File: src/hw/rv_pkg.sv
`default_nettype none

package rv_pkg;

    // Datapath and field widths
    localparam int XLEN     = 32;
    localparam int REG_AW   = 5;
    localparam int OPC_W    = 7;
    localparam int NUM_REGS = 32;

    typedef logic [XLEN-1:0]   word_t;
    typedef logic [REG_AW-1:0] reg_addr_t;
    typedef logic [OPC_W-1:0]  opcode_t;

    // Major opcodes of the supported subset
    localparam opcode_t OPC_LUI    = 7'b0110111;
    localparam opcode_t OPC_OP_IMM = 7'b0010011;
    localparam opcode_t OPC_OP     = 7'b0110011;
    localparam opcode_t OPC_LOAD   = 7'b0000011;
    localparam opcode_t OPC_STORE  = 7'b0100011;
    localparam opcode_t OPC_BRANCH = 7'b1100011;
    localparam opcode_t OPC_JAL    = 7'b1101111;

    // First fetch address
    localparam word_t RESET_PC = 32'h0001_0000;

    typedef enum logic [2:0] {
        ALU_ADD,
        ALU_SUB,
        ALU_AND,
        ALU_OR,
        ALU_XOR,
        ALU_SLT,
        // LUI passes the immediate through
        ALU_PASS_B
    } alu_op_e;

    // Source of a decode operand
    typedef enum logic [1:0] {
        FWD_RF,
        FWD_EX,
        FWD_MEM
    } fwd_sel_e;

endpackage

`default_nettype wire

File: src/hw/rv_hazard.sv
`default_nettype none

module rv_hazard (
    input  wire rv_pkg::reg_addr_t rs1,
    input  wire rv_pkg::reg_addr_t rs2,
    input  wire rv_pkg::reg_addr_t ex_rd,
    input  wire                    ex_reg_write,
    input  wire                    ex_is_load,
    input  wire rv_pkg::reg_addr_t mem_rd,
    input  wire                    mem_reg_write,
    output rv_pkg::fwd_sel_e       fwd_a,
    output rv_pkg::fwd_sel_e       fwd_b,
    output logic                   stall
);

    logic ex_fwd_ok;
    logic mem_fwd_ok;

    // A load in execute has no data yet
    assign ex_fwd_ok  = ex_reg_write && !ex_is_load && ex_rd != '0;
    assign mem_fwd_ok = mem_reg_write && mem_rd != '0;

    function automatic rv_pkg::fwd_sel_e pick_src(rv_pkg::reg_addr_t rs);
        if (ex_fwd_ok && rs == ex_rd) begin
            return rv_pkg::FWD_EX;
        end
        if (mem_fwd_ok && rs == mem_rd) begin
            return rv_pkg::FWD_MEM;
        end
        return rv_pkg::FWD_RF;
    endfunction

    always_comb begin
        fwd_a = pick_src(rs1);
        fwd_b = pick_src(rs2);
    end

    // Load-use: hold decode one cycle until the word reaches memory stage
    assign stall = ex_is_load && ex_reg_write && ex_rd != '0 &&
                   (rs1 == ex_rd || rs2 == ex_rd);

endmodule

`default_nettype wire

File: config.mk
export PLATFORM = sky130hd
export DESIGN_NAME = rv_hazard
export DESIGN_NICKNAME = d
export VERILOG_FILES = /design/src/hw/rv_pkg.sv /design/src/hw/rv_hazard.sv
export SDC_FILE = /design/constraint.sdc
export NUM_CORES = 1
export LEC_CHECK = 0
export BUFFER_PORTS_ARGS = -buffer_cell sky130_fd_sc_hd__buf_2
export CAP_MARGIN = 5
export CORE_AREA = 2 2 39 41
export DETAILED_ROUTE_END_ITERATION = 12
export DIE_AREA = 0 0 41 43
export PLACE_DENSITY = 0.65
export SLEW_MARGIN = 20
export SYNTH_ARGS = -nofsm -noshare
export SYNTH_HDL_FRONTEND = slang
export SYNTH_SLANG_ARGS = --single-unit
export TNS_END_PERCENT = 100
File: constraint.sdc
create_clock -name vclk -period 1.4
set_input_delay 0.14 -clock vclk [all_inputs]
set_output_delay 0.14 -clock vclk [all_outputs]
set_load 0.02 [all_outputs]
Word-level counts from Yosys, hierarchy flattened:

Cells that the tools add are included.

* register bits after elaboration: 0
* input port bits: 23
* output and inout bits: 5

* equality and inequality tests: 4
* multiplexer cells: 14
* reductions and logical operators: 14

Operator list (number)
* equality test 5 bit: 4
* two-way mux 2 bit: 8
* logical AND 1 bit: 10
* nonzero test 5 bit: 2
* two-way mux 1 bit: 6
* zero test 1 bit: 1
* logical OR 1 bit: 1

Logic depth before layout (Yosys ltp):

* word-level depth: 8
* mapped depth: 4
* depth with buffers taken out: 4

Worst setup path after synthesis:

Ideal clock, no wire load.

* path kind: input to output
* start point: in ex_rd[3]
* end point: out fwd_a[1]
* arrival time: 1.476 ns
* data required time: 1.260 ns
* path slack: -0.216 ns
* stages on the path: 4
* buffers on the path: 0
* cells stage by stage: or4_4 > o21ai_2 > nor4_1 > nor4_2

* longest elaborated chain between the ends: 5

Ends and longest elaborated chain
* start, declared: line rv_hazard.sv:6 `input wire rv_pkg::reg_addr_t ex_rd,`
* nonzero test 5 bit: line rv_hazard.sv:20 `assign ex_fwd_ok = ex_reg_write && !ex_is_load && ex_rd != '0;`
* logical AND 1 bit: line rv_hazard.sv:20
* logical AND 1 bit *: line rv_hazard.sv:24 `if (ex_fwd_ok && rs == ex_rd) begin`
* two-way mux 1 bit *: line rv_hazard.sv:24
* two-way mux 2 bit *: line rv_hazard.sv:27 `if (mem_fwd_ok && rs == mem_rd) begin`
* end, declared: line rv_hazard.sv:11 `output rv_pkg::fwd_sel_e fwd_a,`

Mark *: on every way between the ends. The rest lies on a longest branch, timed or not.

Worst setup path in the final report:

* start point: in rs2[4]
* end point: out fwd_b[1]

* longest elaborated chain between the ends: 6

Ends and longest elaborated chain
* start, declared: line rv_hazard.sv:5 `input wire rv_pkg::reg_addr_t rs2,`
* equality test 5 bit: line rv_hazard.sv:27
* logical AND 1 bit: line rv_hazard.sv:27
* two-way mux 1 bit (2 in a row): line rv_hazard.sv:27
* two-way mux 2 bit: line rv_hazard.sv:30 `return rv_pkg::FWD_RF;`
* two-way mux 2 bit *: line rv_hazard.sv:27
* end, declared: line rv_hazard.sv:12 `output rv_pkg::fwd_sel_e fwd_b,`

Mark *: on every way between the ends. The rest lies on a longest branch, timed or not. The select of a mux whose other input is x is not followed.

==> summary.md <==
| Metric | Value |
|---|---|
| Max_slew headroom | 0.775 |
| Hold Path Class | primary input to output port |
| First-pass GRT wire length | 1.84 mm |
| Total wire length | 1.11 mm |
| Synth warn | 0 |
| Sequential cell area | 0 sq um |
| Synth Area in XOR/XNOR | 0.579 |
| Diodes inserted | 0 |
| Post-route minimum period | 1.52 ns |
| Routed Antenna Nets | 0 |
| Largest cells by area after synthesis | xor2_1 40%, xnor2_1 17%, nor4_2 8.3% |
| Congestion Overflow GR | 0 |
| Initial DRC count | 2 |
| Vias | 443 |
| Initial antenna violation count | 0 |
| Main combinational cell family by area after synthesis | XOR/XNOR gates |
| CP Class | primary input to output port |
| Max Slew Vio Count | 0 |
| Boundary pin count | 28 |
| Worst Path Max Fanout | 2 |
| Clock buf count | 0 |
| Logic pwr share | 1.000 |
| Setup crit end kind | output port |
| Library cells used by synthesis | 13 |
| Leak | 0.341 nW |
| Post-CTS Hold Buffers | 0 |
| Row count | 14 |
| Adder-Cell Fraction of Synth Area | 0 |
| Setup Viol. Count Final | 5 |
| Leading cell type in the layout, fill and taps excluded | buf_4 |
| Crit path DAT | 1.38 ns |
| Routability-driven placement congestion ratio | 0.773 |
| Worst Tran Pin Value | 0.337 ns |
| Clk pwr share | 0 |
| Pint | 119 uW |
| Nets | 107 |
| Pin count of the biggest net entering global routing | 4 |
| DPL Wire Length | 859 microns |
| Critical Path RT | 1.26 ns |
| Max VDD drop | 152 uV |
| Period Utilization, post-route | 1.09 |
| Outcome | finished with violations |
| Initial Utilization | 0.219 |
| Via-per-instance ratio | 4.52 |
| Die area | 1760 sq um |
| Sequential share of power | 0 |
| Failing checks | setup timing |
| Aggregate global-route resource usage | 0.146 |
| Die H | 43 microns |
| Final Hold Viols | 0 |
| RSZ-0062 raised after global routing | yes |
| Setup TNS | -0.389 ns |
| Final WS setup | -0.123 ns |
| Share of cells above drive strength 1 | 0.707 |
| Pre-Repair DR Iteration Count | 3 |
| Switch Pwr | 95.5 uW |
| Most frequent cells in the layout | 17 x buf_4, 14 x xor2_1, 14 x buf_2, 14 x buf_6 |
| Post-route DRC | 0 |
| Compound-Gate Fraction of Synth Area | 0.0868 |
| Average size of a mapped cell | 8.18 sq um |
| # port buffers | 28 |
| Switching Share | 0.444 |
| Core footprint | 1380 sq um |
| Crit path launch type | primary input |
| Multiplexer share of the synthesized area | 0 |
| Mapped Cells | 37 |
| Syn_nets | 60 |
| F_max | 656 MHz |
| Chip width | 41 microns |
| FFs & Latches | 0 |
| Avg WL per Cell | 11.4 microns |
| Area growth from synthesis to layout | 154% |
| Worst slack at placement | -0.208 ns |
| # Max-Cap Violations | 0 |
| Synth top area share | 0.405 |
| Simple-Gate Fraction of Synth Area | 0.335 |
| Power per cell area | 279 nW/um^2 |
| Post-synth top area cell | xor2_1 |
| Vias in the first global route | 472 |
| Seq/Total Area, Yosys | 0 |
| Core Util, Final | 0.556 |
| Cell Area, Synth | 303 sq um |
-- cells in the mapped netlist --
library cell	n
xor2_1	14
xnor2_1	6
or4_1	3
nand3_1	2
nor4_1	2
nor4_2	2
or3_1	2
a21oi_1	1
and2b_1	1
o211ai_1	1
o21ai_1	1
o21ai_2	1
or4_4	1
-- critical path, cell delays in order --
cell and delay (ns):
buf_6 0.10, xor2_1 0.15, or4_4 0.54, nor4_4 0.27, buf_4 0.17
-- power groups by stage --
stage / sequential [mW] / combinational (mW) / clock, mW
floorplan: 0 / 0.0714 / 0
global placement: 0 / 0.162 / 0
detailed placement: 0 / 0.165 / 0
CTS: 0 / 0.210 / 0
global route: 0 / 0.230 / 0
finish: 0 / 0.215 / 0
-- stage by stage --
stage | hold WS [ns] | std cells | instance area, sq um | total power, mW
after global placement | 0.647 | 96 | 606 | 0.162
final | 0.639 | 98 | 769 | 0.215
after floorplan | 0.439 | 37 | 333 | 0.0714
after global routing | 0.663 | 98 | 769 | 0.230
after detailed placement | 0.648 | 96 | 606 | 0.165
after CTS | 0.649 | 97 | 746 | 0.210
-- cells by family after synthesis --
group	after synthesis
xor+xnor	20
simple gates	13
compound gates	4
-- worst paths after layout --
kind                        from        to  slack [ns]  cells after the start
worst max-delay path      rs2[4]  fwd_b[1]       -0.12                      5
worst min-delay path  ex_is_load     stall        0.64                      4
-- what timing repair did --
item,4_1_cts,5_1_grt
setup buffers,1,1
pin swaps,11,4
gates resized for setup,26,4
setup endpoints to repair,5,5
-- final cells by class --
cell class | count | area, sq um
fill | 124 | 614
multi-input combinational | 37 | 394
timing repair buffer | 45 | 355
tap | 16 | 20.0
-- per-layer routing --
layer | GRT usage | wire [microns]
met3 | 0 | 56
met5 | 0 | 0
met1 | 0.168 | 396
met2 | 0.291 | 660
met4 | 0 | 0
No activity file was read; power rests on OpenSTA's default activity.
