### src/hw/rv_pkg.sv
`default_nettype none

package rv_pkg;

    // Datapath and field widths
    localparam int XLEN     = 32;
    localparam int REG_AW   = 5;
    localparam int OPC_W    = 7;
    localparam int NUM_REGS = 32;

    typedef logic [XLEN-1:0]   word_t;
    typedef logic [REG_AW-1:0] reg_addr_t;
    typedef logic [OPC_W-1:0]  opcode_t;

    // Major opcodes of the supported subset
    localparam opcode_t OPC_LUI    = 7'b0110111;
    localparam opcode_t OPC_OP_IMM = 7'b0010011;
    localparam opcode_t OPC_OP     = 7'b0110011;
    localparam opcode_t OPC_LOAD   = 7'b0000011;
    localparam opcode_t OPC_STORE  = 7'b0100011;
    localparam opcode_t OPC_BRANCH = 7'b1100011;
    localparam opcode_t OPC_JAL    = 7'b1101111;

    // First fetch address
    localparam word_t RESET_PC = 32'h0001_0000;

    typedef enum logic [2:0] {
        ALU_ADD,
        ALU_SUB,
        ALU_AND,
        ALU_OR,
        ALU_XOR,
        ALU_SLT,
        // LUI passes the immediate through
        ALU_PASS_B
    } alu_op_e;

    // Source of a decode operand
    typedef enum logic [1:0] {
        FWD_RF,
        FWD_EX,
        FWD_MEM
    } fwd_sel_e;

endpackage

`default_nettype wire

### src/hw/rv_execute.sv
`default_nettype none

module rv_execute (
    input  wire rv_pkg::word_t   pc,
    input  wire rv_pkg::word_t   op_a,
    input  wire rv_pkg::word_t   op_b,
    input  wire rv_pkg::word_t   imm,
    input  wire rv_pkg::alu_op_e alu_op,
    input  wire                  use_imm,
    input  wire rv_pkg::opcode_t opcode,
    input  wire                  is_bne,
    output rv_pkg::word_t        result,
    output logic                 taken,
    output rv_pkg::word_t        target
);

    rv_pkg::word_t alu_b;
    logic          equal;

    assign alu_b = use_imm ? imm : op_b;

    always_comb begin
        case (alu_op)
            rv_pkg::ALU_ADD:    result = op_a + alu_b;
            rv_pkg::ALU_SUB:    result = op_a - alu_b;
            rv_pkg::ALU_AND:    result = op_a & alu_b;
            rv_pkg::ALU_OR:     result = op_a | alu_b;
            rv_pkg::ALU_XOR:    result = op_a ^ alu_b;
            rv_pkg::ALU_SLT: begin
                result = {31'b0, $signed(op_a) < $signed(alu_b)};
            end
            rv_pkg::ALU_PASS_B: result = alu_b;
            default:            result = '0;
        endcase
    end

    // Branch compare always uses the register operands
    assign equal = op_a == op_b;

    always_comb begin
        case (opcode)
            rv_pkg::OPC_JAL:    taken = 1'b1;
            rv_pkg::OPC_BRANCH: taken = is_bne ? !equal : equal;
            default:            taken = 1'b0;
        endcase
    end

    // Same adder serves BEQ, BNE and JAL
    assign target = pc + imm;

endmodule

`default_nettype wire

### config.mk
export PLATFORM = sky130hd
export DESIGN_NAME = rv_execute
export DESIGN_NICKNAME = d
export VERILOG_FILES = /design/src/hw/rv_pkg.sv /design/src/hw/rv_execute.sv
export SDC_FILE = /design/constraint.sdc
export NUM_CORES = 1
export LEC_CHECK = 0
export BUFFER_PORTS_ARGS = -buffer_cell sky130_fd_sc_hd__buf_4
export CORE_MARGIN = 10
export CORE_UTILIZATION = 48
export DETAILED_ROUTE_END_ITERATION = 16
export GPL_ROUTABILITY_DRIVEN = 0
export PLACE_DENSITY = 0.82
export SYNTH_ARGS = -nofsm -noshare
export SYNTH_HDL_FRONTEND = slang
export SYNTH_SLANG_ARGS = --single-unit
### constraint.sdc
create_clock -name vclk -period 9.8
set_input_delay 1.47 -clock vclk [all_inputs]
set_output_delay 1.47 -clock vclk [all_outputs]
set_load 0.03 [all_outputs]
# == Word-level counts from Yosys, hierarchy flattened ==
# Cells that the tools add are included.
# word_totals
regBits,0
latch_bits,0
ramBits,0
romBits,0
input_bits,140
out_inout_bits,65
wordCells,22
mem_count,0
# op_classes
addsub,3
n_mul,0
div_mod_pow,0
n_lt_le_gt_ge,1
eq_ne,9
n_shift,0
mux,4
bitwise,3
n_reduce_logical,2
# ops
cell,count
$pmux 32 s7,1
$add 32x32->32,2
$and 32x32->32,1
$eq 32x32->1,1
$lt 32x32->1,1
$mux 32,1
$or 32x32->32,1
$sub 32x32->32,1
$xor 32x32->32,1
$eq 7x7->1 const B,2
$eq 3x3->1 const B,3
$eq 3x2->1 const B,2
$eq 3x1->1 const B,1
$logic_not 3->1,1
$pmux 1 s2,1
$logic_not 1->1,1
$mux 1,1

# == Logic depth before layout (Yosys ltp) ==
# logic_depth
depth_word,4
ltp_mapped,14
mapped_depth_nobuf,12

# == Worst setup path before layout ==
# OpenSTA, ideal clock, no wires.
# synth_path
path_kind,input-to-output
start,input port use_imm
end,output port result[31]
t_arrival_ps,5189
required_time_ps,8330
slack_ps,3141
cell_stages,13
path_cell_list,clkbuf_1 buf_2 buf_2 mux2i_1 ha_1 nor2_1 o311ai_2 a211oi_2 o21ai_2 a2111oi_4 o21a_2 nor2_1 o32ai_1
# synth_via
elab_chain_cells,3
word_cells_on_any_way,7
# synth_lines
item,line,source
from (decl),rv_execute.sv:9,"input wire use_imm,"
$mux 32 *,rv_execute.sv:20,assign alu_b = use_imm ? imm : op_b;
$sub 32x32->32 (tied with other cells),rv_execute.sv:25,rv_pkg::ALU_SUB: result = op_a - alu_b;
$pmux 32 s7 *,rv_execute.sv:23,case (alu_op)
to (decl),rv_execute.sv:12,"output rv_pkg::word_t result,"
# Every way passes the cells marked *; elsewhere a longest branch is shown, timed or not.

# == Worst setup path after layout ==
# layout_path
start,input port alu_op[0]
end,output port result[31]
# layout_via
elab_chain_cells,2
word_cells_on_any_way,8
# layout_lines
item,line,source
from (decl),rv_execute.sv:8,"input wire rv_pkg::alu_op_e alu_op,"
$eq 3x3->1 (tied with other cells),rv_execute.sv:23,
$pmux 32 s7 *,rv_execute.sv:23,
# Marks and branches as above.

==> summary.md <==
| Metric | Value |
|---|---|
| Outcome | `finished clean` |
| Most numerous cell in the Yosys netlist | `ha_1` |
| Relative slew margins | `0.196` |
| Leak | `a little under 0.005 uW` |
| Post-Syn Nets | `1565` |
| Slowest stage delay, CP | `roughly 0.8 ns` |
| Worst-path maximum fanout | `90` |
| Setup-failing EPs final | `0` |
| Worst slew pin tran | `approximately 1.2 ns` |
| Hold Crit Class | `input pin to output pin` |
| Chip height | `~150 um` |
| Global-route wire length before repair | `just over 50000 um` |
| DR pass1 iterations | `6` |
| Die Wd | `roughly 150 um` |
| Worst path required time | `about 8.3 ns` |
| Total of max-cap violations | `0` |
| Critical path depth | `9` |
| IO buf count | `205` |
| I/O pin cnt | `a little over 200` |
| Final non-filler cell total | `about 1600` |
| Area growth, synth to finish | `16.2%` |
| Cell taking the most area after synthesis | `ha_1` |
| N_diodes | `0` |
| Crit path buffers/inverters | `3` |
| Top cell type's share of synthesized area | `0.210` |
| Synth Area in Simple Gates | `0.209` |
| Seq cells | `0` |
| Antenna violations before repair | `0` |
| Hold Fails Final Rpt | `0` |
| Clk_buf instances | `0` |
| Count of different cell masters after synthesis | `86` |
| Ranking of synthesized cells by area | `ha_1, a21oi_1, inv_1` |
| RSZ-0062 raised after global routing | `false` |
| Synth Instances | `around 1300` |
| Max-slew violations | `0` |
| GRT Util Overall | `0.257` |
| Vias in the first global route | `9856` |
| Final setup TNS | `0 ns` |
| Adder-cell share of the synthesized area | `0.217` |
| CP arrival | `~5.4 ns` |
| Register area share after synthesis | `0` |
| Ratio of cells with drive above 1 in the final layout | `0.172` |
| Peak supply drop | `roughly 0.048 mV` |
| Post-route clock period utilization | `0.700` |
| Combinational family with the most area after synthesis | `compound AO/OA/AOI/OAI gates` |
| Power per Cell Area | `around 82 nW/um2` |
| DR iter-0 viols | `about 1300` |
| Post-CTS Hold Buffers | `0` |
| Register area | `0 um2` |
| Syn_area_per_cell | `6.78 um2` |
| Synth Area in XOR/XNOR | `0.0739` |
| Kind of critical path | `input pin to output pin` |
| Hold path start | `pc[0]` |
| Core footprint | `around 18000 um2` |
| Mux cell area share after synthesis | `0.0429` |
| Post-route ant nets | `0` |
| CTS resizes | `0` |
| Compound-gate portion of the synthesized area | `0.357` |
| Multi-input logic area | `about 7800 um2` |
| Setup Fix Bufs, Post-CTS | `0` |
| Crit. End Element | `output pin` |
| Largest net degree at the start of global routing | `91` |
| Startpoint type of the worst setup path | `input pin` |
| Starting density of the core | `0.485` |
| WL per Instance | `about 21 um` |
| Rows | `49` |
| CP Cell Sequence | `buf_4, clkinv_1, nor2_1, nand2_1, o22ai_1, a211o_1, nor2_1, o32ai_1, buf_4` |
| Post-Place Cells | `about 1600` |
| Fillers | `roughly 1700` |
| Mapped Area | `slightly below 9000 um2` |
| Post-DP HPWL | `around 27000 um` |
| Worst-case hold path end point | `target[0]` |
| Hold Path Stages | `3` |
| Yosys warns | `0` |
| Critical-path top delay cell | `nor2_1` |
| Min Tclk post-route | `just under 7 ns` |
| Fmax | `between 0.1 and 0.15 GHz` |
| Vias per cell | `6.45` |
| CP top delay family | `buffers and inverters` |
| Die Area | `around 24000 um2` |
| DRC | `0` |
| Gr ovfl total | `0` |
| Top cells by count, synth | `ha_1, inv_1, a21oi_1` |
| Final wirelength | `around 34000 um` |
| DR vias | `~11000` |
| Nets@finish | `between 1500 and 2000` |
==> area by class of cell <==
type | instances | area share
Inverter | 115 | 0.0443
Timing Repair Buffer | 206 | 0.154
Multi-Input combinational cell | 1083 | 0.774
Tap cell | 229 | 0.0285
==> worst max path at each step <==
stage               startpoint          to  slack, ns
floorplan              use_imm  result[31]       3.14
global placement     alu_op[0]  result[31]       3.28
detailed placement   alu_op[0]  result[31]       3.18
CTS                  alu_op[0]  result[31]       3.19
global route           use_imm  result[23]       2.84
finish               alu_op[0]  result[31]       2.94
==> routing by layer <==
layer | vias up | wire (um) | GRT usage
met4 | 0 | 1220 | 0.0769
li1 | 4921 | - | -
met3 | 91 | 3990 | 0.0488
met1 | 4841 | 13400 | 0.325
met2 | 675 | 15200 | 0.430
met5 | - | 0 | 0
==> where the power goes <==
| part | leakage (uW) | switching (uW) | internal (uW) |
|---|---|---|---|
| combinational | 0.00481 | 512 | 308 |
| clock | 0 | 0 | 0 |
| sequential | 0 | 0 | 0 |
| total | 0.00481 | 512 | 308 |
==> cell families (layout without fill, tap and decap cells) <==
| family | Yosys count | count (layout) |
|---|---|---|
| adders and majority gates | 148 | 148 |
| AOI/OAI and AO/OA | 461 | 461 |
| muxes | 37 | 37 |
| xor gates and xnor gates | 73 | 73 |
| and+or+nand+nor | 364 | 364 |
| buffers and inverters | 194 | 321 |
==> placed cells by master, fill, tap and decap left out, types with 4 or more instances in the layout <==
master     instances
a221o_1            4
o311ai_0           5
xor2_1            44
o211ai_1          20
buf_4            206
a22oi_1           15
mux2i_1           36
a31oi_1           21
nor3b_1            4
or3_1              7
or2_2              4
nor3_1            28
o2111ai_1          5
o21ai_1            9
o21a_1            16
nand4_1           16
a211oi_1          19
nor2b_1           17
a21o_1            31
and3_1            10
o221ai_1          17
ha_1             145
nand2b_1          12
inv_1            113
nor2_1           101
nand2_1           94
nand4b_1           5
nor4_1            13
xnor2_1           29
a211o_1            4
o31a_1            12
o21ai_0           79
a21oi_1          110
nand3_1           31
o31ai_1            7
o32ai_1            4
o22ai_1           19
o21bai_1          20
==> per-stage QoR <==
stage | util | power (uW) | worst slack, ns | hold WS [ns] | area (um2)
6_report | 0.564 | 821 | 2.94 | 3.29 | 10100
5_1_grt | 0.564 | 880 | 2.84 | 3.30 | 10100
4_1_cts | 0.564 | 806 | 3.19 | 3.29 | 10100
3_5_place_dp | 0.564 | 802 | 3.18 | 3.29 | 10100
3_3_place_gp | 0.564 | 790 | 3.28 | 3.28 | 10100
2_1_floorplan | - | 551 | 3.14 | 3.11 | 8660
Power figures use the tool's default switching activity.
