### config.mk
export PLATFORM = sky130hd
export DESIGN_NAME = rv_regfile
export DESIGN_NICKNAME = d
export VERILOG_FILES = /design/src/hw/rv_pkg.sv /design/src/hw/rv_regfile.sv
export SDC_FILE = /design/constraint.sdc
export NUM_CORES = 2
export LEC_CHECK = 0
export BUFFER_PORTS_ARGS = -buffer_cell sky130_fd_sc_hd__buf_2
export CAP_MARGIN = 25
export CORE_UTILIZATION = 35
export DETAILED_ROUTE_END_ITERATION = 12
export PLACE_DENSITY = 0.54
export REMOVE_ABC_BUFFERS = 1
export SETUP_SLACK_MARGIN = 0.3
export SLEW_MARGIN = 20
export SYNTH_ARGS = -nofsm -noshare
export SYNTH_HDL_FRONTEND = slang
export SYNTH_SLANG_ARGS = --single-unit
export TNS_END_PERCENT = 50
### constraint.sdc
create_clock -name clk -period 6.3 [get_ports clk]
set_input_delay 0.945 -clock clk [delete_from_list [all_inputs] [get_ports clk]]
set_output_delay 0.945 -clock clk [all_outputs]
set_load 0.03 [all_outputs]
### src/hw/rv_pkg.sv
`default_nettype none

package rv_pkg;

    // Datapath and field widths
    localparam int XLEN     = 32;
    localparam int REG_AW   = 5;
    localparam int OPC_W    = 7;
    localparam int NUM_REGS = 32;

    typedef logic [XLEN-1:0]   word_t;
    typedef logic [REG_AW-1:0] reg_addr_t;
    typedef logic [OPC_W-1:0]  opcode_t;

    // Major opcodes of the supported subset
    localparam opcode_t OPC_LUI    = 7'b0110111;
    localparam opcode_t OPC_OP_IMM = 7'b0010011;
    localparam opcode_t OPC_OP     = 7'b0110011;
    localparam opcode_t OPC_LOAD   = 7'b0000011;
    localparam opcode_t OPC_STORE  = 7'b0100011;
    localparam opcode_t OPC_BRANCH = 7'b1100011;
    localparam opcode_t OPC_JAL    = 7'b1101111;

    // First fetch address
    localparam word_t RESET_PC = 32'h0001_0000;

    typedef enum logic [2:0] {
        ALU_ADD,
        ALU_SUB,
        ALU_AND,
        ALU_OR,
        ALU_XOR,
        ALU_SLT,
        // LUI passes the immediate through
        ALU_PASS_B
    } alu_op_e;

    // Source of a decode operand
    typedef enum logic [1:0] {
        FWD_RF,
        FWD_EX,
        FWD_MEM
    } fwd_sel_e;

endpackage

`default_nettype wire

### src/hw/rv_regfile.sv
`default_nettype none

module rv_regfile (
    input  wire                    clk,
    input  wire                    arst_n,
    input  wire rv_pkg::reg_addr_t rs1,
    input  wire rv_pkg::reg_addr_t rs2,
    output rv_pkg::word_t          rd1,
    output rv_pkg::word_t          rd2,
    input  wire                    we,
    input  wire rv_pkg::reg_addr_t wa,
    input  wire rv_pkg::word_t     wd
);

    // x0 has no storage
    rv_pkg::word_t regs [1:rv_pkg::NUM_REGS-1];

    function automatic rv_pkg::word_t read_port(rv_pkg::reg_addr_t ra);
        if (ra == '0) begin
            return '0;
        end
        // Write-through of the write-back value
        if (we && wa == ra) begin
            return wd;
        end
        return regs[ra];
    endfunction

    always_comb begin
        rd1 = read_port(rs1);
        rd2 = read_port(rs2);
    end

    always_ff @(posedge clk or negedge arst_n) begin
        if (!arst_n) begin
            for (int i = 1; i < rv_pkg::NUM_REGS; i++) begin
                regs[i] <= '0;
            end
        end else if (we && wa != '0) begin
            regs[wa] <= wd;
        end
    end

endmodule

`default_nettype wire

Word-level counts from Yosys, hierarchy flattened
Cells that the tools add are included.
- magnitude comparators: 4
- equal/unequal tests: 2
- muxes and demuxes: 23
- bitwise logic cells: 3
- reductions and logical operators: 7
- operators with widths (operator ; number):
    $bwmux W992 ; 1
    $mux W32 ; 13
    $bmux W32 S5 ; 2
    $demux W32 S5 ; 1
    $ge A6 B6 Y1 const B ; 3
    $not A5 Y6 ; 3
    $eq A5 B5 Y1 ; 2
    $logic_not A5 Y1 ; 2
    $lt A6 B1 Y1 const B ; 1
    $mux W1 ; 6
    $reduce_bool A5 Y1 ; 1
    $logic_and A1 B1 Y1 ; 4
- register bits after elaboration: 992
- input bits: 50
- output and inout bits: 64

Longest topological paths before layout
- depth after elaboration: 6
- mapped depth: 9
- mapped depth without buffers: 5

Worst setup path before layout
No wires, ideal clock.
- kind: input-to-output
- start point: input port rs2[0]
- end point: output port rd2[13]
- arrival time: 3221 ps
- data required time: 5355 ps
- setup slack: 2134 ps
- stages: 7
- cell sequence: buf_6 buf_4 buf_4 buf_2 a221oi_1 or3_1 o311ai_0
- word-level cells in the longest chain between the ends: 6
- ends and longest elaborated chain (item ; line ; source):
    start, declared ; rv_regfile.sv:7 ; input wire rv_pkg::reg_addr_t rs2,
    $not A5 Y6 (implied by the code) / $eq A5 B5 Y1 (equally long branches) ; rv_regfile.sv:26, rv_regfile.sv:23 ;
    $bmux W32 S5 / $logic_and A1 B1 Y1 (equally long branches) ; rv_regfile.sv:26, rv_regfile.sv:23 ;
    $mux W32 (implied by the code) / $mux W1 (equally long branches) (2 in series) ; rv_regfile.sv:26, rv_regfile.sv:23 ;
    $mux W32 ; rv_regfile.sv:26 ; return regs[ra];
    $mux W32 (*) ; rv_regfile.sv:23 ; if (we && wa == ra) begin
    end, declared ; rv_regfile.sv:9 ; output rv_pkg::word_t rd2,
Mark *: on every way between the ends. The rest lies on a longest branch, timed or not. The select of a mux whose other input is x is not followed.

Worst setup path after layout
- start point: input port rs1[0]
- end point: output port rd1[6]
- word-level cells in the longest chain between the ends: 6
- ends and longest elaborated chain (item ; line ; source):
    start, declared ; rv_regfile.sv:6 ; input wire rv_pkg::reg_addr_t rs1,
    $not A5 Y6 (implied by the code) / $eq A5 B5 Y1 (equally long branches) ; rv_regfile.sv:26, rv_regfile.sv:23 ;
    $bmux W32 S5 / $logic_and A1 B1 Y1 (equally long branches) ; rv_regfile.sv:26, rv_regfile.sv:23 ;
    $mux W32 (implied by the code) / $mux W1 (equally long branches) (2 in series) ; rv_regfile.sv:26, rv_regfile.sv:23 ;
    $mux W32 ; rv_regfile.sv:26 ;
    $mux W32 (*) ; rv_regfile.sv:23 ;
    end, declared ; rv_regfile.sv:8 ; output rv_pkg::word_t rd1,
Marked as above.

==> reports/results.md <==
• **total iterations of the first detailed-routing run** 7
• **Post-Layout Inst Area** 60,200 µm²
• **Cell Area, Synth** 53,700 µm²
• **ranking of synthesized cells by area** sky130_fd_sc_hd__dfrtp_1 46%, sky130_fd_sc_hd__mux2_2 22%, sky130_fd_sc_hd__mux4_2 19%
• **largest voltage drop on the vdd net** 225 µV
• **total leakage power** 25.5 nW
• **vias in the first global route** 35,300
• **leading cell type in the layout, fill and taps excluded** sky130_fd_sc_hd__mux2_2
• **portion of the clock cycle consumed by the worst path in the final layout** 77.2%
• **Largest regs** regs: 992 flops
• **HP Class** primary input to async pin
• **Post-Place Cells** 5,424
• **crit path time final** 4860 ps
• **Die H** 394 µm
• **final-report max-slew violation count** 0
• **clock tree from TritonCTS** built
• **total setup violations reported at the end of the flow** 0
• **slack of the critical path** 1440 ps
• **Hold Slack** 273 ps
• **switching part of the total** 28.2%
• **maximum clock frequency** 206 MHz
• **global-route wire length before repair** 263,000 µm
• **port buffer count** 113
• **cell taking the most area after synthesis** sky130_fd_sc_hd__dfrtp_1
• **fraction of final layout cells with drive strength greater than 1** 55.4%
• **most used cells in the layout excluding fill and tap cells** 1,055 x sky130_fd_sc_hd__mux2_2, 992 x sky130_fd_sc_hd__dfrtp_1, 446 x sky130_fd_sc_hd__mux4_2, 114 x sky130_fd_sc_hd__clkbuf_16, 102 x sky130_fd_sc_hd__buf_2
• **total overflow reported by the global router** 0
• **Maximum Capacitance Violations** 0
• **placed standard-cell area** 56,300 µm²
• **wire length per cell after detailed routing** 31.9 µm
• **number of filler instances in the final layout** 14,100
• **Site Rows** 143
• **latest clock arrival within the worst-skew pair** 740 ps
• **total detailed-routing wirelength** 180,000 µm
• **share of synthesized area occupied by flip-flops and latches** 46.2%
• **number of setup buffers added after CTS** 0
• **effective utilization at floorplan** 35.3%
• **per-cell via count in the routed design** 6.05
• **Yosys top cell area share** 46.2%
• **biggest fanout along the worst timing path** 21
• **actual slew at the worst max-slew pin** 1100 ps
• **setup_tns** 0 ps
• **post-layout utilization of the core** 39.6%
• **per-instance average area after synthesis** 15.1 µm²
• **register with the highest flop count** regs
• **relative max-transition margin** 26.7%
• **number of synthesized register bits** 992
• **count of non-filler cells in the finished layout** 5,637
• **data arrival time at the worst-slack endpoint** 3920 ps
• **power density over the cells** 323 nW/µm²
• **Detailed Place HPWL** 106,000 µm
• **number of DRC markers after the initial detailed-route iteration** 2,824
• **Final Hold Fails** 0
• **largest net degree at the start of global routing** 160
• **TritonCTS Buffers** 112
• **number of distinct standard cells referenced by the synthesized netlist** 58
• **part of the total power dissipated in combinational logic** 20.9%
• **proportion of synthesized flip-flops having asynchronous set or reset** 100%
• **count of hold buffers inserted by post-cts repair** 0
• **number of enable-type register cells in the synthesized netlist** 0
• **Post-synth top flop** sky130_fd_sc_hd__dfrtp_1
• **combined global-route utilization of all metal layers** 23.2%
• **Post-Syn Instances** 3,563
• **flip-flop count of the largest register, all copies and words added** 992
• **setup skew after layout** 0 ps
• **area growth from synthesis to layout** 12.1%
• **proportion of power drawn by the clock network** 35.4%
• **overall power** 19.5 mW
• **horizontal die dimension** 394 µm
• **Post-Place Worst Slack** 1450 ps
• **floorplan die area** 155,000 µm²
• **RSZ-0062 raised after global routing** no
• **IO Pins** 114
• **type of the worst setup path** primary input to primary output
• **Req. time, crit path** 5350 ps
• **number of antenna violations at the first check in global routing** 6
• **post-route antenna net violation count** 0
• **number of clock sinks** 992
• **Worst setup SP type** primary input
• **core area** 152,000 µm²
• **clock input transition at the sequential cells of the worst setup and hold paths** 60 ps
• **post-CTS resize count** 0
• **P_int** 14.0 mW
• **status** finished, final reports clean
• **routability congestion estimate from global placement** 0.798
• **# H-tree levels** 3
• **Crit. End Element** primary output
• **number of warnings issued by yosys** 0
• **part of the power in registers** 43.8%
• **sw power** 5.48 mW
• **net count reported at finish** 3,558
• **cell at the root of the clock tree** sky130_fd_sc_hd__clkbuf_16
• **Residual DRC** 0
• **Max Root-Sink Buffers** 3
• **vias after detailed routing** 34,100
## power groups by stage
| stage | Combinational (mW) | Sequential, mW | Clock, mW |
|---|---|---|---|
| floorplan | 2.91 | 8.28 | 0 |
| global placement | 4.03 | 8.54 | 0 |
| detailed placement | 4.09 | 8.59 | 0 |
| CTS | 4.10 | 8.48 | 7.01 |
| global route | 4.34 | 8.68 | 7.27 |
| finish | 4.06 | 8.52 | 6.88 |
## synthesized netlist by cell type, drive strengths merged, types with 12 or more instances
library cell / instances
mux2: 1055
dfrtp: 992
mux4: 446
buf: 207
clkbuf: 193
a221oi: 92
mux2i: 81
nor2: 51
nand2: 50
o2bb2ai: 39
nor2b: 38
o22ai: 36
o21ai: 34
a21oi: 30
o31a: 29
a22o: 28
a211oi: 26
o41ai: 20
nor3: 14
a221o: 13
a2111oi: 12
## area by class of cell
class | instances | area, µm² | share of cell area [%]
Sequential cell | 992 | 24800 | 41.2
Inverter | 1 | 3.75 | 0.00624
Clock buffer | 147 | 3140 | 5.21
Multi-Input combinational cell | 2170 | 27200 | 45.1
Tap cell | 2030 | 2540 | 4.22
Clock inverter | 65 | 704 | 1.17
Timing Repair Buffer | 231 | 1810 | 3.00
Antenna cell | 1 | 2.50 | 0.00416
## routing by layer
metal	global-route usage, %	vias up	routed length (µm)	share of wire, %
met5	0	-	11	0.0061
met4	5.98	2	4810	2.7
met3	3.30	253	9420	5.2
met2	37.1	1078	85500	48
met1	33.0	18800	80100	45
li1	-	13900	-	-
## logic make-up (layout without fill, tap and decap cells)
kind of cell           count (synthesis)  after routing  share of synthesized area (%)
XOR/XNOR                              10             10                          0.163
multiplexers                        1582           1582                           42.3
other                                  0              1                              0
buffers and inverters                401            444                           3.62
AO/OA/AOI/OAI                        381            381                           5.81
flip-flops                           992            992                           46.2
AND/OR/NAND/NOR                      197            197                           1.84
## worst max-delay path, stage by stage
cell                       delay, ps
sky130_fd_sc_hd__buf_8           230
sky130_fd_sc_hd__nor2b_4         810
sky130_fd_sc_hd__buf_4           420
sky130_fd_sc_hd__a221oi_1        130
sky130_fd_sc_hd__nor3_1          160
sky130_fd_sc_hd__a211oi_1         90
sky130_fd_sc_hd__o41ai_1         730
sky130_fd_sc_hd__buf_2           330
## worst paths after layout
| path | slack [ps] | from | cells past startpoint | end |
|---|---|---|---|---|
| min in group clk | 520 | regs[435] | 1 | regs[435] |
| hold / removal | 270 | arst_n | 1 | regs[750] |
| max in group asynchronous | 4470 | arst_n | 3 | regs[839] |
| hold reg to reg | 520 | regs[435] | 1 | regs[435] |
| setup reg to reg | 5490 | regs[979] | 1 | regs[979] |
| setup / recovery | 1440 | rs1[0] | 8 | rd1[6] |
No activity file was read; power rests on OpenSTA's default activity.
