### config.mk
export PLATFORM = sky130hd
export DESIGN_NAME = rv_decode
export DESIGN_NICKNAME = d
export VERILOG_FILES = /design/src/hw/rv_pkg.sv /design/src/hw/rv_decode.sv
export SDC_FILE = /design/constraint.sdc
export NUM_CORES = 1
export LEC_CHECK = 0
export BUFFER_PORTS_ARGS = -buffer_cell sky130_fd_sc_hd__buf_4
export CORE_UTILIZATION = 34
export DETAILED_ROUTE_END_ITERATION = 10
export GPL_TIMING_DRIVEN = 0
export PLACE_DENSITY = 0.89
export SLEW_MARGIN = 25
export SYNTH_ARGS = -nofsm -noshare
export SYNTH_HDL_FRONTEND = slang
export SYNTH_SLANG_ARGS = --single-unit
export TNS_END_PERCENT = 20
### constraint.sdc
create_clock -name vclk -period 1.55
set_input_delay 0.155 -clock vclk [all_inputs]
set_output_delay 0.155 -clock vclk [all_outputs]
set_load 0.05 [all_outputs]
### src/hw/rv_pkg.sv
`default_nettype none

package rv_pkg;

    // Datapath and field widths
    localparam int XLEN     = 32;
    localparam int REG_AW   = 5;
    localparam int OPC_W    = 7;
    localparam int NUM_REGS = 32;

    typedef logic [XLEN-1:0]   word_t;
    typedef logic [REG_AW-1:0] reg_addr_t;
    typedef logic [OPC_W-1:0]  opcode_t;

    // Major opcodes of the supported subset
    localparam opcode_t OPC_LUI    = 7'b0110111;
    localparam opcode_t OPC_OP_IMM = 7'b0010011;
    localparam opcode_t OPC_OP     = 7'b0110011;
    localparam opcode_t OPC_LOAD   = 7'b0000011;
    localparam opcode_t OPC_STORE  = 7'b0100011;
    localparam opcode_t OPC_BRANCH = 7'b1100011;
    localparam opcode_t OPC_JAL    = 7'b1101111;

    // First fetch address
    localparam word_t RESET_PC = 32'h0001_0000;

    typedef enum logic [2:0] {
        ALU_ADD,
        ALU_SUB,
        ALU_AND,
        ALU_OR,
        ALU_XOR,
        ALU_SLT,
        // LUI passes the immediate through
        ALU_PASS_B
    } alu_op_e;

    // Source of a decode operand
    typedef enum logic [1:0] {
        FWD_RF,
        FWD_EX,
        FWD_MEM
    } fwd_sel_e;

endpackage

`default_nettype wire

### src/hw/rv_decode.sv
`default_nettype none

module rv_decode (
    input  wire rv_pkg::word_t instr,
    output rv_pkg::reg_addr_t  rs1,
    output rv_pkg::reg_addr_t  rs2,
    output rv_pkg::reg_addr_t  rd,
    output rv_pkg::opcode_t    opcode,
    output rv_pkg::word_t      imm,
    output rv_pkg::alu_op_e    alu_op,
    output logic               use_imm,
    output logic               reg_write,
    output logic               is_load,
    output logic               is_store
);

    logic [2:0] funct3;
    logic [6:0] funct7;

    assign opcode = instr[6:0];
    assign rd     = instr[11:7];
    assign funct3 = instr[14:12];
    assign rs1    = instr[19:15];
    assign rs2    = instr[24:20];
    assign funct7 = instr[31:25];

    always_comb begin
        imm       = '0;
        alu_op    = rv_pkg::ALU_ADD;
        use_imm   = 1'b0;
        reg_write = 1'b0;
        is_load   = 1'b0;
        is_store  = 1'b0;
        case (opcode)
            rv_pkg::OPC_LUI: begin
                imm       = {instr[31:12], 12'b0};
                alu_op    = rv_pkg::ALU_PASS_B;
                use_imm   = 1'b1;
                reg_write = 1'b1;
            end
            rv_pkg::OPC_OP_IMM: begin
                imm       = {{20{instr[31]}}, instr[31:20]};
                use_imm   = 1'b1;
                reg_write = 1'b1;
                case (funct3)
                    3'b000:  alu_op = rv_pkg::ALU_ADD;
                    3'b010:  alu_op = rv_pkg::ALU_SLT;
                    3'b100:  alu_op = rv_pkg::ALU_XOR;
                    3'b110:  alu_op = rv_pkg::ALU_OR;
                    3'b111:  alu_op = rv_pkg::ALU_AND;
                    // Shifts and unsigned compares are no-ops
                    default: reg_write = 1'b0;
                endcase
            end
            rv_pkg::OPC_OP: begin
                reg_write = 1'b1;
                case ({funct7, funct3})
                    {7'h00, 3'b000}: alu_op = rv_pkg::ALU_ADD;
                    {7'h20, 3'b000}: alu_op = rv_pkg::ALU_SUB;
                    {7'h00, 3'b010}: alu_op = rv_pkg::ALU_SLT;
                    {7'h00, 3'b100}: alu_op = rv_pkg::ALU_XOR;
                    {7'h00, 3'b110}: alu_op = rv_pkg::ALU_OR;
                    {7'h00, 3'b111}: alu_op = rv_pkg::ALU_AND;
                    default:         reg_write = 1'b0;
                endcase
            end
            rv_pkg::OPC_LOAD: begin
                imm       = {{20{instr[31]}}, instr[31:20]};
                use_imm   = 1'b1;
                reg_write = 1'b1;
                is_load   = 1'b1;
            end
            rv_pkg::OPC_STORE: begin
                imm      = {{20{instr[31]}}, instr[31:25], instr[11:7]};
                use_imm  = 1'b1;
                is_store = 1'b1;
            end
            rv_pkg::OPC_BRANCH: begin
                imm    = {{19{instr[31]}}, instr[31], instr[7], instr[30:25],
                          instr[11:8], 1'b0};
                alu_op = rv_pkg::ALU_SUB;
            end
            rv_pkg::OPC_JAL: begin
                imm       = {{11{instr[31]}}, instr[31], instr[19:12], instr[20],
                             instr[30:21], 1'b0};
                reg_write = 1'b1;
            end
            default: begin
                // Unknown opcode leaves everything cleared
                reg_write = 1'b0;
            end
        endcase
        // Writes to x0 are dropped here
        if (rd == '0) begin
            reg_write = 1'b0;
        end
    end

endmodule

`default_nettype wire

# After elaboration in Yosys (flattened, before gate mapping)
# Index checks and enable logic that the tools add are counted.
[totals] output_inout_bits=61 register_bits=0 word_cells=35 inputBits=32
[op_classes] n_eq_ne=16 muxes=11 reduce_logical=8
[op_table] cell="32-bit one-hot mux with 5 select lines" count=1
[op_table] cell="10-bit by 3-bit equality test with 1-bit output (second input constant)" count=3
[op_table] cell="3-bit one-hot mux with 4 select lines" count=2
[op_table] cell="7-bit by 6-bit equality test with 1-bit output (second input constant)" count=3
[op_table] cell="3-bit one-hot mux with 5 select lines" count=1
[op_table] cell="7-bit equality test (second input constant)" count=2
[op_table] cell="10-bit by 2-bit equality test with 1-bit output (second input constant)" count=1
[op_table] cell="10-bit by 9-bit equality test with 1-bit output (second input constant)" count=1
[op_table] cell="10-bit logical NOT" count=1
[op_table] cell="3-bit equality test (second input constant)" count=3
[op_table] cell="7-bit by 2-bit equality test with 1-bit output (second input constant)" count=1
[op_table] cell="7-bit by 5-bit equality test with 1-bit output (second input constant)" count=1
[op_table] cell="1-bit two-way mux" count=6
[op_table] cell="6-bit OR reduction" count=1
[op_table] cell="5-bit logical NOT" count=1
[op_table] cell="5-bit OR reduction" count=1
[op_table] cell="4-bit OR reduction" count=1
[op_table] cell="3-bit by 2-bit equality test with 1-bit output (second input constant)" count=1
[op_table] cell="3-bit logical NOT" count=1
[op_table] cell="1-bit one-hot mux with 3 select lines" count=1
[op_table] cell="3-bit OR reduction" count=1
[op_table] cell="2-bit OR reduction" count=1

# Longest topological paths before layout
[logic_depth] ltp_word=5 mapped_depth=6 mapped_depth_nobuf=4

# Worst setup path before layout
# OpenSTA, ideal clock, no wires.
[synth_timing] kind="input -> output" startpoint="input port instr[2]" endpoint="output port imm[0]" n_path_buf=1 slack_ps=-871 cell_stages=4 arrival_ps=2266 t_required_ps=1395 path_cell_list="nand4bb_1 > buf_2 > nor3_1 > a22o_1"
[synth_between] elab_chain_len=3
[synth_rtl] element="start, declared" line_no="rv_decode.sv:4" source="input wire rv_pkg::word_t instr,"
[synth_rtl] element="7-bit by 5-bit equality test with 1-bit output / 7-bit by 2-bit equality test with 1-bit output (equally long branches)" line_no="rv_decode.sv:34" source="case (opcode)"
[synth_rtl] element="2-bit OR reduction (no line)"
[synth_rtl] element="32-bit one-hot mux with 5 select lines (*)" line_no="rv_decode.sv:34"
[synth_rtl] element="end, declared" line_no="rv_decode.sv:9" source="output rv_pkg::word_t imm,"
# Mark *: on every way between the ends. The rest lies on a longest branch, timed or not.

# Final worst setup path
[layout_timing] startpoint="input port instr[31]" endpoint="output port alu_op[2]"
[layout_between] elab_chain_len=3
[layout_rtl] element="10-bit by 3-bit equality test with 1-bit output, or another cell as far along" line_no="rv_decode.sv:57" source="case ({funct7, funct3})"
[layout_rtl] element="3-bit one-hot mux with 5 select lines (*)" line_no="rv_decode.sv:57"
[layout_rtl] element="3-bit one-hot mux with 4 select lines (*)" line_no="rv_decode.sv:34"
[layout_rtl] element="end, declared" line_no="rv_decode.sv:10" source="output rv_pkg::alu_op_e alu_op,"
# Marks and branches as above.

==> results.py <==
metrics = {
    "min_path": {
        "hold_class": "in2out",
        "holdPathStages": 2,
    },
    "timing": {
        "setup_ws_ns": -0.2381,
        "worstMarginPinSlew_ns": 0.3615,
        "finalSetupViolCount": 30,
        "period_share_pct": 115.4,
        "slew_viol_final": 0,
        "fmax_mhz": 559.3,
        "relSlewSlack_pct": 75.90,
        "hold_viol": 0,
        "min_period_ns": 1.788,
        "grt_setup_unrepaired": "yes",
    },
    "finish": {
        "nFillCells": 136,
        "regArea_sq_um": 0,
        "layout-drive-gt1-share_pct": 70.77,
        "final_cells": 222,
        "nFlopsAndLatches": 0,
        "antenna_cells": 0,
        "multi_input_area_sq_um": 635.6,
        "fin_nets": 229,
        "stdcell_area_sq_um": 1658,
        "fin_util_pct": 81.99,
        "nClkBuffers": 0,
        "syn2layout_area_growth_pct": 121.6,
    },
    "grt": {
        "grt_pass1_vias": 1048,
        "grt_pass1_wl_mm": 5.037,
        "antenna_found_initial": 0,
        "grtUsageTotal_pct": 26.19,
        "grt_max_degree": 11,
        "grt_overflow": 0,
    },
    "synthesis": {
        "ys_warn_count": 0,
        "yosysTopAreaCell": "buf_4",
        "synth-seq-area-share_pct": 0,
        "ys_top_cells_by_area": "buf_4, a21o_1, a22o_1",
        "synth.top_cell.area_share_pct": 24.08,
        "syn_nets": 136,
        "synth_area_sq_um": 748.2,
        "synth_cell_type_count": 33,
        "avgSynthCellArea_sq_um": 7.194,
        "yosys-top-cells-count": "buf_4, a21o_1, and2_1, nor2_1, a22o_1",
        "synth_cells": 104,
        "synth.most_common_cell": "buf_4",
    },
    "floorplan": {
        "die_y_microns": 48.91,
        "coreArea_sq_um": 2022,
        "ioPinCount": 93,
        "fp.dieArea_sq_um": 2392,
        "start_util_pct": 37.00,
        "rows": 16,
        "die_x_microns": 48.91,
    },
    "placement": {
        "preCtsSetupSlack_ns": -0.3748,
        "gp_congestion": 0.7773,
        "dp.cells": 221,
        "placed_area_sq_um": 1501,
        "port_buffers": 90,
        "dp_hpwl_mm": 2.506,
    },
    "routing": {
        "via_count": 1173,
        "met1Wirelength_mm": 1.281,
        "drt-wirelength-per-cell_microns": 15.67,
        "drtIter0Drc": 20,
        "wl_mm": 3.479,
        "highest_layer": "met3",
        "avgViaCountPerCell": 5.284,
        "drc": 0,
        "wl_met2_mm": 2.012,
        "met3_length_microns": 185,
        "drt-pass1-iter-count": 4,
        "antenna_left": 0,
    },
    "pwr": {
        "power.density_nw_per_um2": 278.3,
        "ir_worst_vdd_uv": 237.3,
        "leakage_uw": 0.0009576,
    },
    "status": {
        "status": "finished, violations left",
        "violations": "negative setup slack",
    },
    "setup_path": {
        "crit_type": "in2out",
        "worstPathArrival_ns": 1.63,
        "worstSetupEndpointType": "output port",
        "cp_max_fo": 5,
        "crit_required_ns": 1.39,
        "start_kind": "input port",
    },
    "flow_run": {
        "maxCapViolations": 0,
    },
    "clocking": {
        "cts_hold_buf": 0,
    },
}
-- routing by layer --
layer | vias to the layer above | track usage, %
met5 | - | 0
met1 | 578 | 28.15
met4 | 0 | 1.471
met3 | 0 | 2.804
met2 | 46 | 55.32
li1 | 549 | -
-- per-stage QoR --
| stage | TNS, ns | power (uW) | hold slack (ns) |
|---|---|---|---|
| floorplan | -4.738 | 272.5 | 0.4166 |
| global placement | -8.217 | 427.9 | 0.5661 |
| detailed placement | -8.653 | 434.6 | 0.5661 |
| CTS | -3.323 | 451.3 | 0.5661 |
| global route | -5.458 | 478.0 | 0.5710 |
| finish | -3.777 | 461.3 | 0.5652 |
-- placed cells by master (no fill, tap or decap), types with 2 or more instances in the layout --
cell type / Yosys / layout
buf_4: 24 / 94
buf_6: 0 / 20
a21o_1: 19 / 19
a22o_1: 5 / 5
and2_1: 6 / 4
nor2_1: 6 / 4
o21a_1: 4 / 3
nand2_1: 3 / 3
buf_8: 0 / 3
nor4_2: 0 / 2
a21oi_4: 0 / 2
nand2b_1: 2 / 2
nor2_4: 0 / 2
and2_4: 0 / 2
o22ai_1: 2 / 2
nand4b_1: 2 / 2
a21oi_2: 1 / 2
-- timing repair --
action                                  4_1_cts  5_1_grt
endpoints found under the setup margin       37       32
pin swaps                                     1        3
setup buffers                                 1        0
gates resized for setup                      31        8
-- where the power goes --
part	internal [uW]	leakage, uW	switching [uW]
Sequential	0	0	0
Combinational	185	0.000958	276
Clock	0	0	0
Total	185	0.000958	276
-- critical path: stages --
cell,delay [ns]
buf_8,0.11
or4_4,0.54
o41ai_2,0.23
nand2_1,0.13
o32ai_2,0.28
buf_6,0.19
-- cells by family (layout without fill, tap and decap cells) --
group	Yosys count	in the layout	share of synthesized area, %
AO/OA/AOI/OAI	40	40	43.31
AND/OR/NAND/NOR	33	33	26.92
buffers and inverters	29	120	27.09
XOR/XNOR	1	1	1.171
multiplexers	1	1	1.505
-- path summary, 6_finish.rpt --
path / start / endpoint / slack, ns
setup / recovery: instr[31] / alu_op[2] / -0.24
hold / removal: instr[5] / opcode[5] / 0.57
-- area by class of cell --
class	instances	area share [%]
inverters	1	0.2264
well taps	27	2.038
repair buffers	91	46.64
plain buffers	28	12.75
multi-input cells	75	38.34
No activity file was read; power rests on OpenSTA's default activity.
